## config.mk

```make
export PLATFORM = sky130hd
export DESIGN_NAME = reservation_station
export DESIGN_NICKNAME = d
export VERILOG_FILES = /design/src/instr_pkg.sv /design/src/rs_pkg.sv /design/src/reservation_station.sv /design/src/rs_age_matrix.sv /design/src/rs_entry.sv /design/src/rs_reg_trk.sv
export VERILOG_INCLUDE_DIRS = /design/src
export SDC_FILE = /design/constraint.sdc
export NUM_CORES = 1
export LEC_CHECK = 0
export BUFFER_PORTS_ARGS = -buffer_cell sky130_fd_sc_hd__buf_2
export CORE_AREA = 10 10 214 216
export CTS_CLUSTER_DIAMETER = 200
export DETAILED_ROUTE_END_ITERATION = 10
export DIE_AREA = 0 0 224 226
export HOLD_SLACK_MARGIN = 0.12
export PLACE_DENSITY_LB_ADDON = 0.12
export SLEW_MARGIN = 5
export SYNTH_ARGS = -nofsm -noshare
export SYNTH_HDL_FRONTEND = slang
export SYNTH_HIERARCHICAL = 1
export SYNTH_SLANG_ARGS = --single-unit
export TNS_END_PERCENT = 30
```

## constraint.sdc

```tcl
create_clock -name clk -period 5.7 [get_ports clk]
set_input_delay 0.855 -clock clk [delete_from_list [all_inputs] [get_ports clk]]
set_output_delay 0.855 -clock clk [all_outputs]
set_load 0.01 [all_outputs]
```

## src/rs_cfg.svh

```systemverilog
`ifndef RS_CFG_SVH
`define RS_CFG_SVH

// Station geometry
`define RS_NUM_ENTRIES 4

// Register file write ports observed for wakeup
`define IPRF_NUM_WRITES 2

// Index widths
`define PRF_IDX_W 6
`define ROBID_W 5
`define ARCH_IDX_W 5

// Immediate and operand data widths
`define IMM_W 12
`define DATA_W 32

`endif

```

## src/instr_pkg.sv

```systemverilog
`include "rs_cfg.svh"

package instr_pkg;

    typedef enum logic [3:0] {
        OP_NOP,
        OP_ADD,
        OP_SUB,
        OP_AND,
        OP_OR,
        OP_XOR,
        OP_SLL,
        OP_SRL
    } t_op;

    typedef struct packed {
        logic [`ARCH_IDX_W-1:0] areg;
        logic                   valid;
    } t_src_descr;

    // Src2 is read either as a register or as an immediate
    typedef union packed {
        struct packed {
            logic [`IMM_W-`ARCH_IDX_W-2:0] pad;
            t_src_descr                    descr;
        } reg_view;
        logic [`IMM_W-1:0] imm;
    } t_src2_opnd;

    typedef struct packed {
        t_op                    op;
        logic [`ARCH_IDX_W-1:0] dst;
        t_src_descr             src1;
        t_src2_opnd             src2;
        logic                   src2_is_imm;
    } t_uinstr;

endpackage

```

## src/rs_pkg.sv

```systemverilog
`include "rs_cfg.svh"

package rs_pkg;

    import instr_pkg::*;

    // Source slots within an entry
    localparam int SRC1 = 0;
    localparam int SRC2 = 1;
    localparam int NUM_SOURCES = 2;

    typedef logic [`PRF_IDX_W-1:0] t_prf_idx;
    typedef logic [`ROBID_W-1:0] t_rob_id;
    typedef logic [`DATA_W-1:0] t_word;

    typedef struct packed {
        t_rob_id  robid;
        t_prf_idx pdst;
        t_prf_idx psrc1;
        t_prf_idx psrc2;
        logic     psrc1_pend;
        logic     psrc2_pend;
    } t_rename;

    typedef struct packed {
        t_uinstr uinstr;
        t_rename rename;
    } t_disp_pkt;

    typedef struct packed {
        t_prf_idx preg;
    } t_prf_wr_pkt;

    // Start state of one source tracker
    typedef struct packed {
        t_prf_idx psrc;
        logic     psrc_pend;
    } t_rs_reg_trk_static;

    typedef struct packed {
        t_uinstr  uinstr;
        t_rob_id  robid;
        t_prf_idx pdst;
        t_prf_idx psrc1;
        t_prf_idx psrc2;
        t_word    src1_val;
        t_word    src2_val;
    } t_iss_pkt;

endpackage

```

## src/reservation_station.sv

```systemverilog
`timescale 1ns/1ps
`include "rs_cfg.svh"

module reservation_station
    import rs_pkg::*;
(
    input  logic        clk,
    input  logic        reset,

    input  logic        disp_valid,
    input  t_disp_pkt   disp_pkt,
    output logic        disp_ready,

    input  logic        iprf_wr_en  [`IPRF_NUM_WRITES-1:0],
    input  t_prf_wr_pkt iprf_wr_pkt [`IPRF_NUM_WRITES-1:0],

    input  logic        issue_ready,
    output logic        issue_valid,
    output t_iss_pkt    issue_pkt
);

    localparam int N = `RS_NUM_ENTRIES;

    logic [N-1:0] ent_valid;
    logic [N-1:0] ent_req;
    logic [N-1:0] ent_gnt;
    logic [N-1:0] ent_oldest;
    logic [N-1:0] free_oh;
    logic [N-1:0] alloc_oh;
    logic         free_found;
    t_iss_pkt     ent_pkt [N];

    // Lowest-numbered free entry
    always_comb begin
        free_oh = '0;
        free_found = 1'b0;
        for (int i = 0; i < N; i++) begin
            if (!ent_valid[i] && !free_found) begin
                free_oh[i] = 1'b1;
                free_found = 1'b1;
            end
        end
    end

    assign disp_ready = free_found;
    assign alloc_oh = free_oh & {N{disp_valid}};

    for (genvar e = 0; e < N; e++) begin : g_ent
        rs_entry rs_entry_i (
            .clk         (clk),
            .reset       (reset),
            .alloc       (alloc_oh[e]),
            .alloc_pkt   (disp_pkt),
            .iprf_wr_en  (iprf_wr_en),
            .iprf_wr_pkt (iprf_wr_pkt),
            .gnt_issue   (ent_gnt[e]),
            .valid       (ent_valid[e]),
            .req_issue   (ent_req[e]),
            .issue_pkt   (ent_pkt[e])
        );
    end

    rs_age_matrix rs_age_matrix_i (
        .clk         (clk),
        .reset       (reset),
        .alloc       (alloc_oh),
        .req         (ent_req),
        .issue_ready (issue_ready),
        .oldest      (ent_oldest),
        .gnt         (ent_gnt)
    );

    assign issue_valid = |ent_req;

    // One-hot AND-OR select of the oldest ready entry
    // Ungated by issue_ready so the packet holds under back-pressure
    always_comb begin
        issue_pkt = '0;
        for (int i = 0; i < N; i++) begin
            if (ent_oldest[i]) begin
                issue_pkt = issue_pkt | ent_pkt[i];
            end
        end
    end

endmodule

```

## src/rs_age_matrix.sv

```systemverilog
`timescale 1ns/1ps
`include "rs_cfg.svh"

module rs_age_matrix (
    input  logic                       clk,
    input  logic                       reset,
    input  logic [`RS_NUM_ENTRIES-1:0] alloc,
    input  logic [`RS_NUM_ENTRIES-1:0] req,
    input  logic                       issue_ready,
    output logic [`RS_NUM_ENTRIES-1:0] oldest,
    output logic [`RS_NUM_ENTRIES-1:0] gnt
);

    localparam int N = `RS_NUM_ENTRIES;

    // older[i][j] set means entry i was allocated before entry j
    logic [N-1:0] older [N];
    logic [N-1:0] blocked;

    always_ff @(posedge clk) begin
        if (reset) begin
            for (int i = 0; i < N; i++) begin
                older[i] <= '0;
            end
        end else begin
            for (int i = 0; i < N; i++) begin
                for (int j = 0; j < N; j++) begin
                    if (i != j) begin
                        // New entry is younger than everyone else
                        if (alloc[i]) begin
                            older[i][j] <= 1'b0;
                        end else if (alloc[j]) begin
                            older[i][j] <= 1'b1;
                        end
                    end
                end
            end
        end
    end

    // A requester loses if any other requester is older
    always_comb begin
        blocked = '0;
        for (int i = 0; i < N; i++) begin
            for (int j = 0; j < N; j++) begin
                if ((i != j) && req[j] && older[j][i]) begin
                    blocked[i] = 1'b1;
                end
            end
        end
    end

    assign oldest = req & ~blocked;

    // Back-pressure holds everything in place
    assign gnt = oldest & {N{issue_ready}};

endmodule

```

## src/rs_entry.sv

```systemverilog
`timescale 1ns/1ps
`include "rs_cfg.svh"

module rs_entry
    import instr_pkg::*, rs_pkg::*;
(
    input  logic        clk,
    input  logic        reset,
    input  logic        alloc,
    input  t_disp_pkt   alloc_pkt,
    input  logic        iprf_wr_en  [`IPRF_NUM_WRITES-1:0],
    input  t_prf_wr_pkt iprf_wr_pkt [`IPRF_NUM_WRITES-1:0],
    input  logic        gnt_issue,
    output logic        valid,
    output logic        req_issue,
    output t_iss_pkt    issue_pkt
);

    typedef enum logic {
        IDLE,
        VALID
    } t_ent_state;

    t_ent_state state;
    t_ent_state state_nxt;

    t_disp_pkt payload;

    t_rs_reg_trk_static trk_static [NUM_SOURCES];
    t_prf_idx           trk_psrc   [NUM_SOURCES];
    logic [NUM_SOURCES-1:0] src_ready;

    always_comb begin
        state_nxt = state;
        case (state)
            IDLE: if (alloc) state_nxt = VALID;
            VALID: if (gnt_issue) state_nxt = IDLE;
            default: state_nxt = IDLE;
        endcase
    end

    always_ff @(posedge clk) begin
        if (reset) begin
            state <= IDLE;
        end else begin
            state <= state_nxt;
        end
    end

    assign valid = (state == VALID);

    always_ff @(posedge clk) begin
        if (alloc) begin
            payload <= alloc_pkt;
        end
    end

    // Tracker start state comes straight from rename
    assign trk_static[SRC1].psrc = alloc_pkt.rename.psrc1;
    assign trk_static[SRC1].psrc_pend = alloc_pkt.rename.psrc1_pend;
    assign trk_static[SRC2].psrc = alloc_pkt.rename.psrc2;
    // An immediate never waits
    assign trk_static[SRC2].psrc_pend = alloc_pkt.rename.psrc2_pend &
                                        ~alloc_pkt.uinstr.src2_is_imm;

    for (genvar s = 0; s < NUM_SOURCES; s++) begin : g_trk
        rs_reg_trk rs_reg_trk_i (
            .clk          (clk),
            .reset        (reset),
            .alloc        (alloc),
            .alloc_static (trk_static[s]),
            .iprf_wr_en   (iprf_wr_en),
            .iprf_wr_pkt  (iprf_wr_pkt),
            .psrc         (trk_psrc[s]),
            .ready        (src_ready[s])
        );
    end

    assign req_issue = valid & (&src_ready);

    always_comb begin
        issue_pkt.uinstr = payload.uinstr;
        issue_pkt.robid = payload.rename.robid;
        issue_pkt.pdst = payload.rename.pdst;
        issue_pkt.psrc1 = trk_psrc[SRC1];
        issue_pkt.psrc2 = trk_psrc[SRC2];
        issue_pkt.src1_val = '0;
        issue_pkt.src2_val = '0;
    end

endmodule

```

## src/rs_reg_trk.sv

```systemverilog
`timescale 1ns/1ps
`include "rs_cfg.svh"

module rs_reg_trk
    import rs_pkg::*;
(
    input  logic               clk,
    input  logic               reset,
    input  logic               alloc,
    input  t_rs_reg_trk_static alloc_static,
    input  logic               iprf_wr_en  [`IPRF_NUM_WRITES-1:0],
    input  t_prf_wr_pkt        iprf_wr_pkt [`IPRF_NUM_WRITES-1:0],
    output t_prf_idx           psrc,
    output logic               ready
);

    logic pend;
    logic hit_alloc;
    logic hit_held;

    // Compare every write port against the incoming and the held register
    always_comb begin
        hit_alloc = 1'b0;
        hit_held = 1'b0;
        for (int i = 0; i < `IPRF_NUM_WRITES; i++) begin
            if (iprf_wr_en[i] && (iprf_wr_pkt[i].preg == alloc_static.psrc)) begin
                hit_alloc = 1'b1;
            end
            if (iprf_wr_en[i] && (iprf_wr_pkt[i].preg == psrc)) begin
                hit_held = 1'b1;
            end
        end
    end

    always_ff @(posedge clk) begin
        if (reset) begin
            pend <= 1'b0;
        end else if (alloc) begin
            // Same-cycle write must not be missed
            pend <= alloc_static.psrc_pend & ~hit_alloc;
        end else if (hit_held) begin
            pend <= 1'b0;
        end
    end

    always_ff @(posedge clk) begin
        if (alloc) begin
            psrc <= alloc_static.psrc;
        end
    end

    assign ready = ~pend;

endmodule

```

Word-level counts from Yosys, hierarchy flattened
Memory sizes are Yosys's and may differ from the RTL's. Cells that the tools add are included.

Register bits: 216. Memory bits (writable): 16. Bits of input ports: 71. Output and inout bits: 117. Logic and storage cells: 320. Memories kept: 1.

Eq/ne operators: 20. Muxes and demuxes: 141. Bitwise operators: 53. Reduce and logical (&&, ||, !) cells: 53.

Memories: rs_age_matrix_i.older (words 4, width 4, read ports 4, clocked after Yosys merged registers in 0, write ports 4, RTL line rs_age_matrix.sv:17) `logic [N-1:0] older [N];`.

Operators with widths (number): 115-bit 2-to-1 mux (4); 115-bit bitwise OR (3); 1-bit 2-to-1 mux (133); 6-bit equality test (20); 1-bit logical AND (35); 1-bit bitwise OR (24); 2-bit nonzero test (8); 1-bit inverter (15); 4-bit bitwise AND (3); 1-bit case mux with 2 select lines (4); 2-bit AND reduction (4); 1-bit bitwise AND (7); 1-bit zero test (5); 4-bit inverter (1); 4-bit OR reduction (1).

Depth between registers and ports, before layout
Depth in word-level cells: 16. Mapped depth: 9. Gate-level depth less buffers: 6.

Hierarchy
The synthesis kept the hierarchy.

By module, submodules not included: rs_entry (instances 4, cells an instance 110, area an instance 1710.4 sq um, sequential area each 1191.1 sq um); rs_reg_trk (instances 8, cells an instance 44, area an instance 491.7 sq um, sequential area each 200.2 sq um); reservation_station (instances 1, cells an instance 404, area an instance 2981.6 sq um, sequential area each 0.0 sq um); rs_age_matrix (instances 1, cells an instance 59, area an instance 663.1 sq um, sequential area each 360.3 sq um).

Least setup slack after synthesis
Ideal clock, no wire load.

Path kind: in2reg. Start point: input disp_valid. End point: memory rs_age_matrix_i/older[0][11] in the netlist's numbering, enable pin. Setup time: 0.301 ns. Arrival time: 5.830 ns. Data required time: 5.399 ns. Slack: -0.431 ns. Stages: 4. Path buffers: 1. Cells stage by stage: nand3_1 -> nor3b_1 -> buf_2 -> or3_1.

RTL lines: from (decl) (RTL line reservation_station.sv:10) `input logic disp_valid,`; to (decl) (RTL line rs_age_matrix.sv:17).

==> insert_results.sql <==
INSERT INTO impl_metrics (metric_group, metric, value, unit) VALUES
('setup_path', 'arrival', '2.94', 'ns'),
('min_path', 'holdCritStartpoint', 'disp_pkt[39]', ''),
('route', 'routed_via_density', '4.60', ''),
('min_path', 'min_to', 'g_ent[1].rs_entry_i/issue_pkt[101]$_DFFE_PP_', ''),
('finish', 'finish.utilization', '0.368', ''),
('floorplan', 'die_height', '226', 'µm'),
('timing', 'rsz0062_at_grt', 'false', ''),
('setup_path', 'critPathMaxFanout', '43', ''),
('setup_path', 'worst_setup_path_end_kind', 'output port', ''),
('synth', 'syn_inst', '1255', ''),
('global_route', 'grt.met3_usage', '0.0209', ''),
('setup_path', 'timing.reg2reg.setup_slack', '3.05', 'ns'),
('route', 'finalWirelength', '37900', 'µm'),
('synth', 'synth.avg_cell_area', '11.5', 'µm²'),
('synth', 'synth_async_sr_flop_share', '0', ''),
('cts', 'cts_resized', '0', ''),
('min_path', 'holdCritPathClass', 'in2reg', ''),
('pwr', 'irDropWorstVdd', '0.272', 'mV'),
('synth', 'synth.yosys.seq_area_share', '0.466', ''),
('cts', 'path_clk_slew', '0.06', 'ns'),
('setup_path', 'worstReg2RegStart', 'g_ent[0].rs_entry_i/valid$_SDFF_PP0_', ''),
('cts', 'cts-root-buf', 'clkbuf_16', ''),
('global_route', 'top_usage_layer', 'met2', ''),
('timing', 'report.final.slew_viol_count', '0', ''),
('timing', 'max_slew.worst_pin.slew', '0.991', 'ns'),
('route', 'postRouteAntennaNets', '0', ''),
('cts', 'postCtsSetupRepairBufs', '0', ''),
('global_route', 'grt.met1_usage', '0.186', ''),
('finish', 'areaGrowthSynthToFinish', '5.99', '%'),
('synth', 'yosysUniqueCellTypes', '29', ''),
('route', 'drt_drc_violations_left', '0', ''),
('setup_path', 'worst_setup_path_start_kind', 'flip-flop', ''),
('cts', 'cts_buffers', '26', ''),
('global_route', 'first_global_vias', '9039', ''),
('floorplan', 'design.die.area', '50600', 'µm²'),
('route', 'drtIter0Drc', '553', ''),
('synth', 'synth_seq_cells', '228', ''),
('placed_design', 'globalplace.congestion', '0.790', ''),
('global_route', 'antenna_found_initial', '4', ''),
('synth', 'ys.flop_type', 'edfxtp_1', ''),
('setup_path', 'crit_required', '4.85', 'ns'),
('route', 'drtPass1Iterations', '7', ''),
('cts', 'insertion_delay', '0.54', 'ns'),
('setup_path', 'worst_r2r_path_depth', '6', ''),
('route', 'vias', '8821', ''),
('synth', 'synth_enable_flop_cells', '216', ''),
('timing', 'setup_viol', '0', ''),
('finish', 'total_nets_final', '1426', ''),
('cts', 'h-tree-depth', '1', ''),
('timing', 'max_freq', '263', 'MHz'),
('timing', 'fin_tns_setup', '0', 'ns'),
('floorplan', 'io_pins', '188', ''),
('placed_design', 'port_buffers', '123', ''),
('flow_run', 'timing.max_cap.violations', '0', ''),
('timing', 'slew-limit-headroom', '0.339', ''),
('floorplan', 'die_width', '224', 'µm'),
('cts', 'postCtsHoldBufs', '0', ''),
('global_route', 'pin_count_of_the_biggest_net_entering_global_routing', '61', ''),
('timing', 'fin_worst_skew', '0.00868', 'ns'),
('timing', 'fin_crit_sh', '0.667', ''),
('setup_path', 'crit_type', 'reg2out', ''),
('min_path', 'worst_hold_path.num_cells', '1', ''),
('global_route', 'globalRouteTotalUtil', '0.145', ''),
('global_route', 'global_route_wire_length_before_repair', '57400', 'µm'),
('finish', 'fraction_of_final_layout_cells_with_drive_strength_greater_than_1', '0.192', ''),
('synth', 'yosys_warning_count', '6', ''),
('global_route', 'grt_residual_overflow', '0', ''),
('global_route', 'grt_util_met2', '0.254', ''),
('status', 'status', 'complete, no violations', ''),
('pwr', 'power.leakage', '5.84', 'nW'),
('setup_path', 'rr_endpoint', 'g_ent[3].rs_entry_i/g_trk[0].rs_reg_trk_i/pend$_SDFFE_PP0P_', ''),
('timing', 'finalWorstPathRequiredPeriod', '3.80', 'ns'),
('synth', 'synth_area', '14400', 'µm²'),
('floorplan', 'floorplan.rows', '75', ''),
('cts', 'clock_sink_count', '228', ''),
('floorplan', 'core_region_area', '41600', 'µm²'),
('route', 'detail_route.wl_per_cell', '19.8', 'µm'),
('pwr', 'powerDensity', '275', 'nW/µm²'),
('floorplan', 'initial_utilization', '0.347', ''),
('timing', 'hold_violations', '0', ''),
('placed_design', 'place.detailed.hpwl', '24000', 'µm'),
('cts', 'clock_path_buffers', '3', ''),
('cts', 'tritoncts_clock_tree', 'yes', '');
-- cell type report --
class / instances / area [µm²]
fillers: 4131 / 26300
flip-flops and latches: 228 / 6730
multi-input cells: 958 / 6270
repair buffers: 133 / 703
clock buffers: 34 / 691
well taps: 539 / 674
clock inverters: 14 / 181
inverters: 8 / 30.0
diodes: 2 / 5.00
-- flip-flops by register name, indices dropped and copies added (netlist names) --
| name | cells |
|---|---|
| g_ent.rs_entry_i/g_trk.rs_reg_trk_i/pend | 8 |
| g_ent.rs_entry_i/g_trk.rs_reg_trk_i/psrc | 48 |
| g_ent.rs_entry_i/issue_pkt | 156 |
| g_ent.rs_entry_i/valid | 4 |
| rs_age_matrix_i/older | 12 |
-- how the worst max path moves through the flow --
stage	startpoint	slack, ns	cells after the start	to
finish	g_ent[0].rs_entry_i/valid$_SDFF_PP0_	1.90	7	issue_pkt[112]
CTS	g_ent[0].rs_entry_i/valid$_SDFF_PP0_	1.84	7	issue_pkt[112]
global placement	g_ent[0].rs_entry_i/valid$_SDFF_PP0_	2.48	7	issue_pkt[103]
detailed placement	g_ent[0].rs_entry_i/valid$_SDFF_PP0_	2.43	7	issue_pkt[112]
floorplan	disp_valid	1.47	3	rs_age_matrix_i/older[0][2]$_SDFFCE_PN0P_
global route	g_ent[0].rs_entry_i/valid$_SDFF_PP0_	1.68	7	issue_pkt[86]
-- cells in the final DEF (no fill, tap or decap), types with 6 or more instances in the layout --
cell / n
a22oi_1: 164
a22oi_2: 70
buf_2: 123
buf_4: 9
clkbuf_1: 7
clkbuf_16: 26
conb_1: 256
dfxtp_1: 12
edfxtp_1: 216
inv_1: 8
nand2_1: 127
nand2b_1: 9
nand4_1: 33
nor3b_1: 6
nor4_1: 32
o21ai_2: 8
or3_1: 12
or4_1: 17
xnor2_1: 96
xor2_1: 96
-- metrics by stage --
stage | hold WS (ns) | cells | setup WS (ns) | power [mW] | cell area, µm²
detailed placement | 0.526 | 1866 | 2.43 | 2.54 | 14400
CTS | 0.507 | 1914 | 1.84 | 4.26 | 15300
finish | 0.538 | 1916 | 1.90 | 4.21 | 15300
global route | 0.513 | 1916 | 1.68 | 4.40 | 15300
global placement | 0.529 | 1866 | 2.48 | 2.53 | 14400
floorplan | 0.485 | 1507 | 1.47 | 2.46 | 15400
-- routing by layer --
metal  up-vias  wire, µm
met5         -        31
met4         4       414
met3        37      1480
met2       186     19300
met1      4271     16700
li1       4323         -
-- cell usage after synthesis, types with 17 or more instances --
cell,count,area share
nand2_1,127,0.033
a22oi_1,164,0.085
nor4_1,32,0.014
or4_1,17,0.0089
buf_6,29,0.023
buf_2,27,0.0094
a22oi_2,70,0.061
buf_4,256,0.13
xnor2_1,96,0.058
edfxtp_1,216,0.45
nand4_1,33,0.014
xor2_1,96,0.058
-- kinds of logic after synthesis --
kind of cell,share of synthesized area
XOR/XNOR,0.117
AO/OA/AOI/OAI,0.153
buffers and inverters,0.168
AND/OR/NAND/NOR,0.0948
flip-flops,0.466
other,0.00104
-- worst max-delay path, cell delays in order, from the launching register on --
cell and delay [ns]:
dfxtp_1 0.38, and3_2 0.25, a22oi_1 0.22, and3_4 0.78, buf_4 0.41, a22oi_2 0.12
nand2_1 0.08, buf_2 0.14
-- where the power goes --
part | switching (mW) | internal [mW]
registers | 0.0295 | 1.90
logic | 0.393 | 0.189
clock network | 0.662 | 1.03
total | 1.08 | 3.12
No activity file was read; power rests on OpenSTA's default activity.
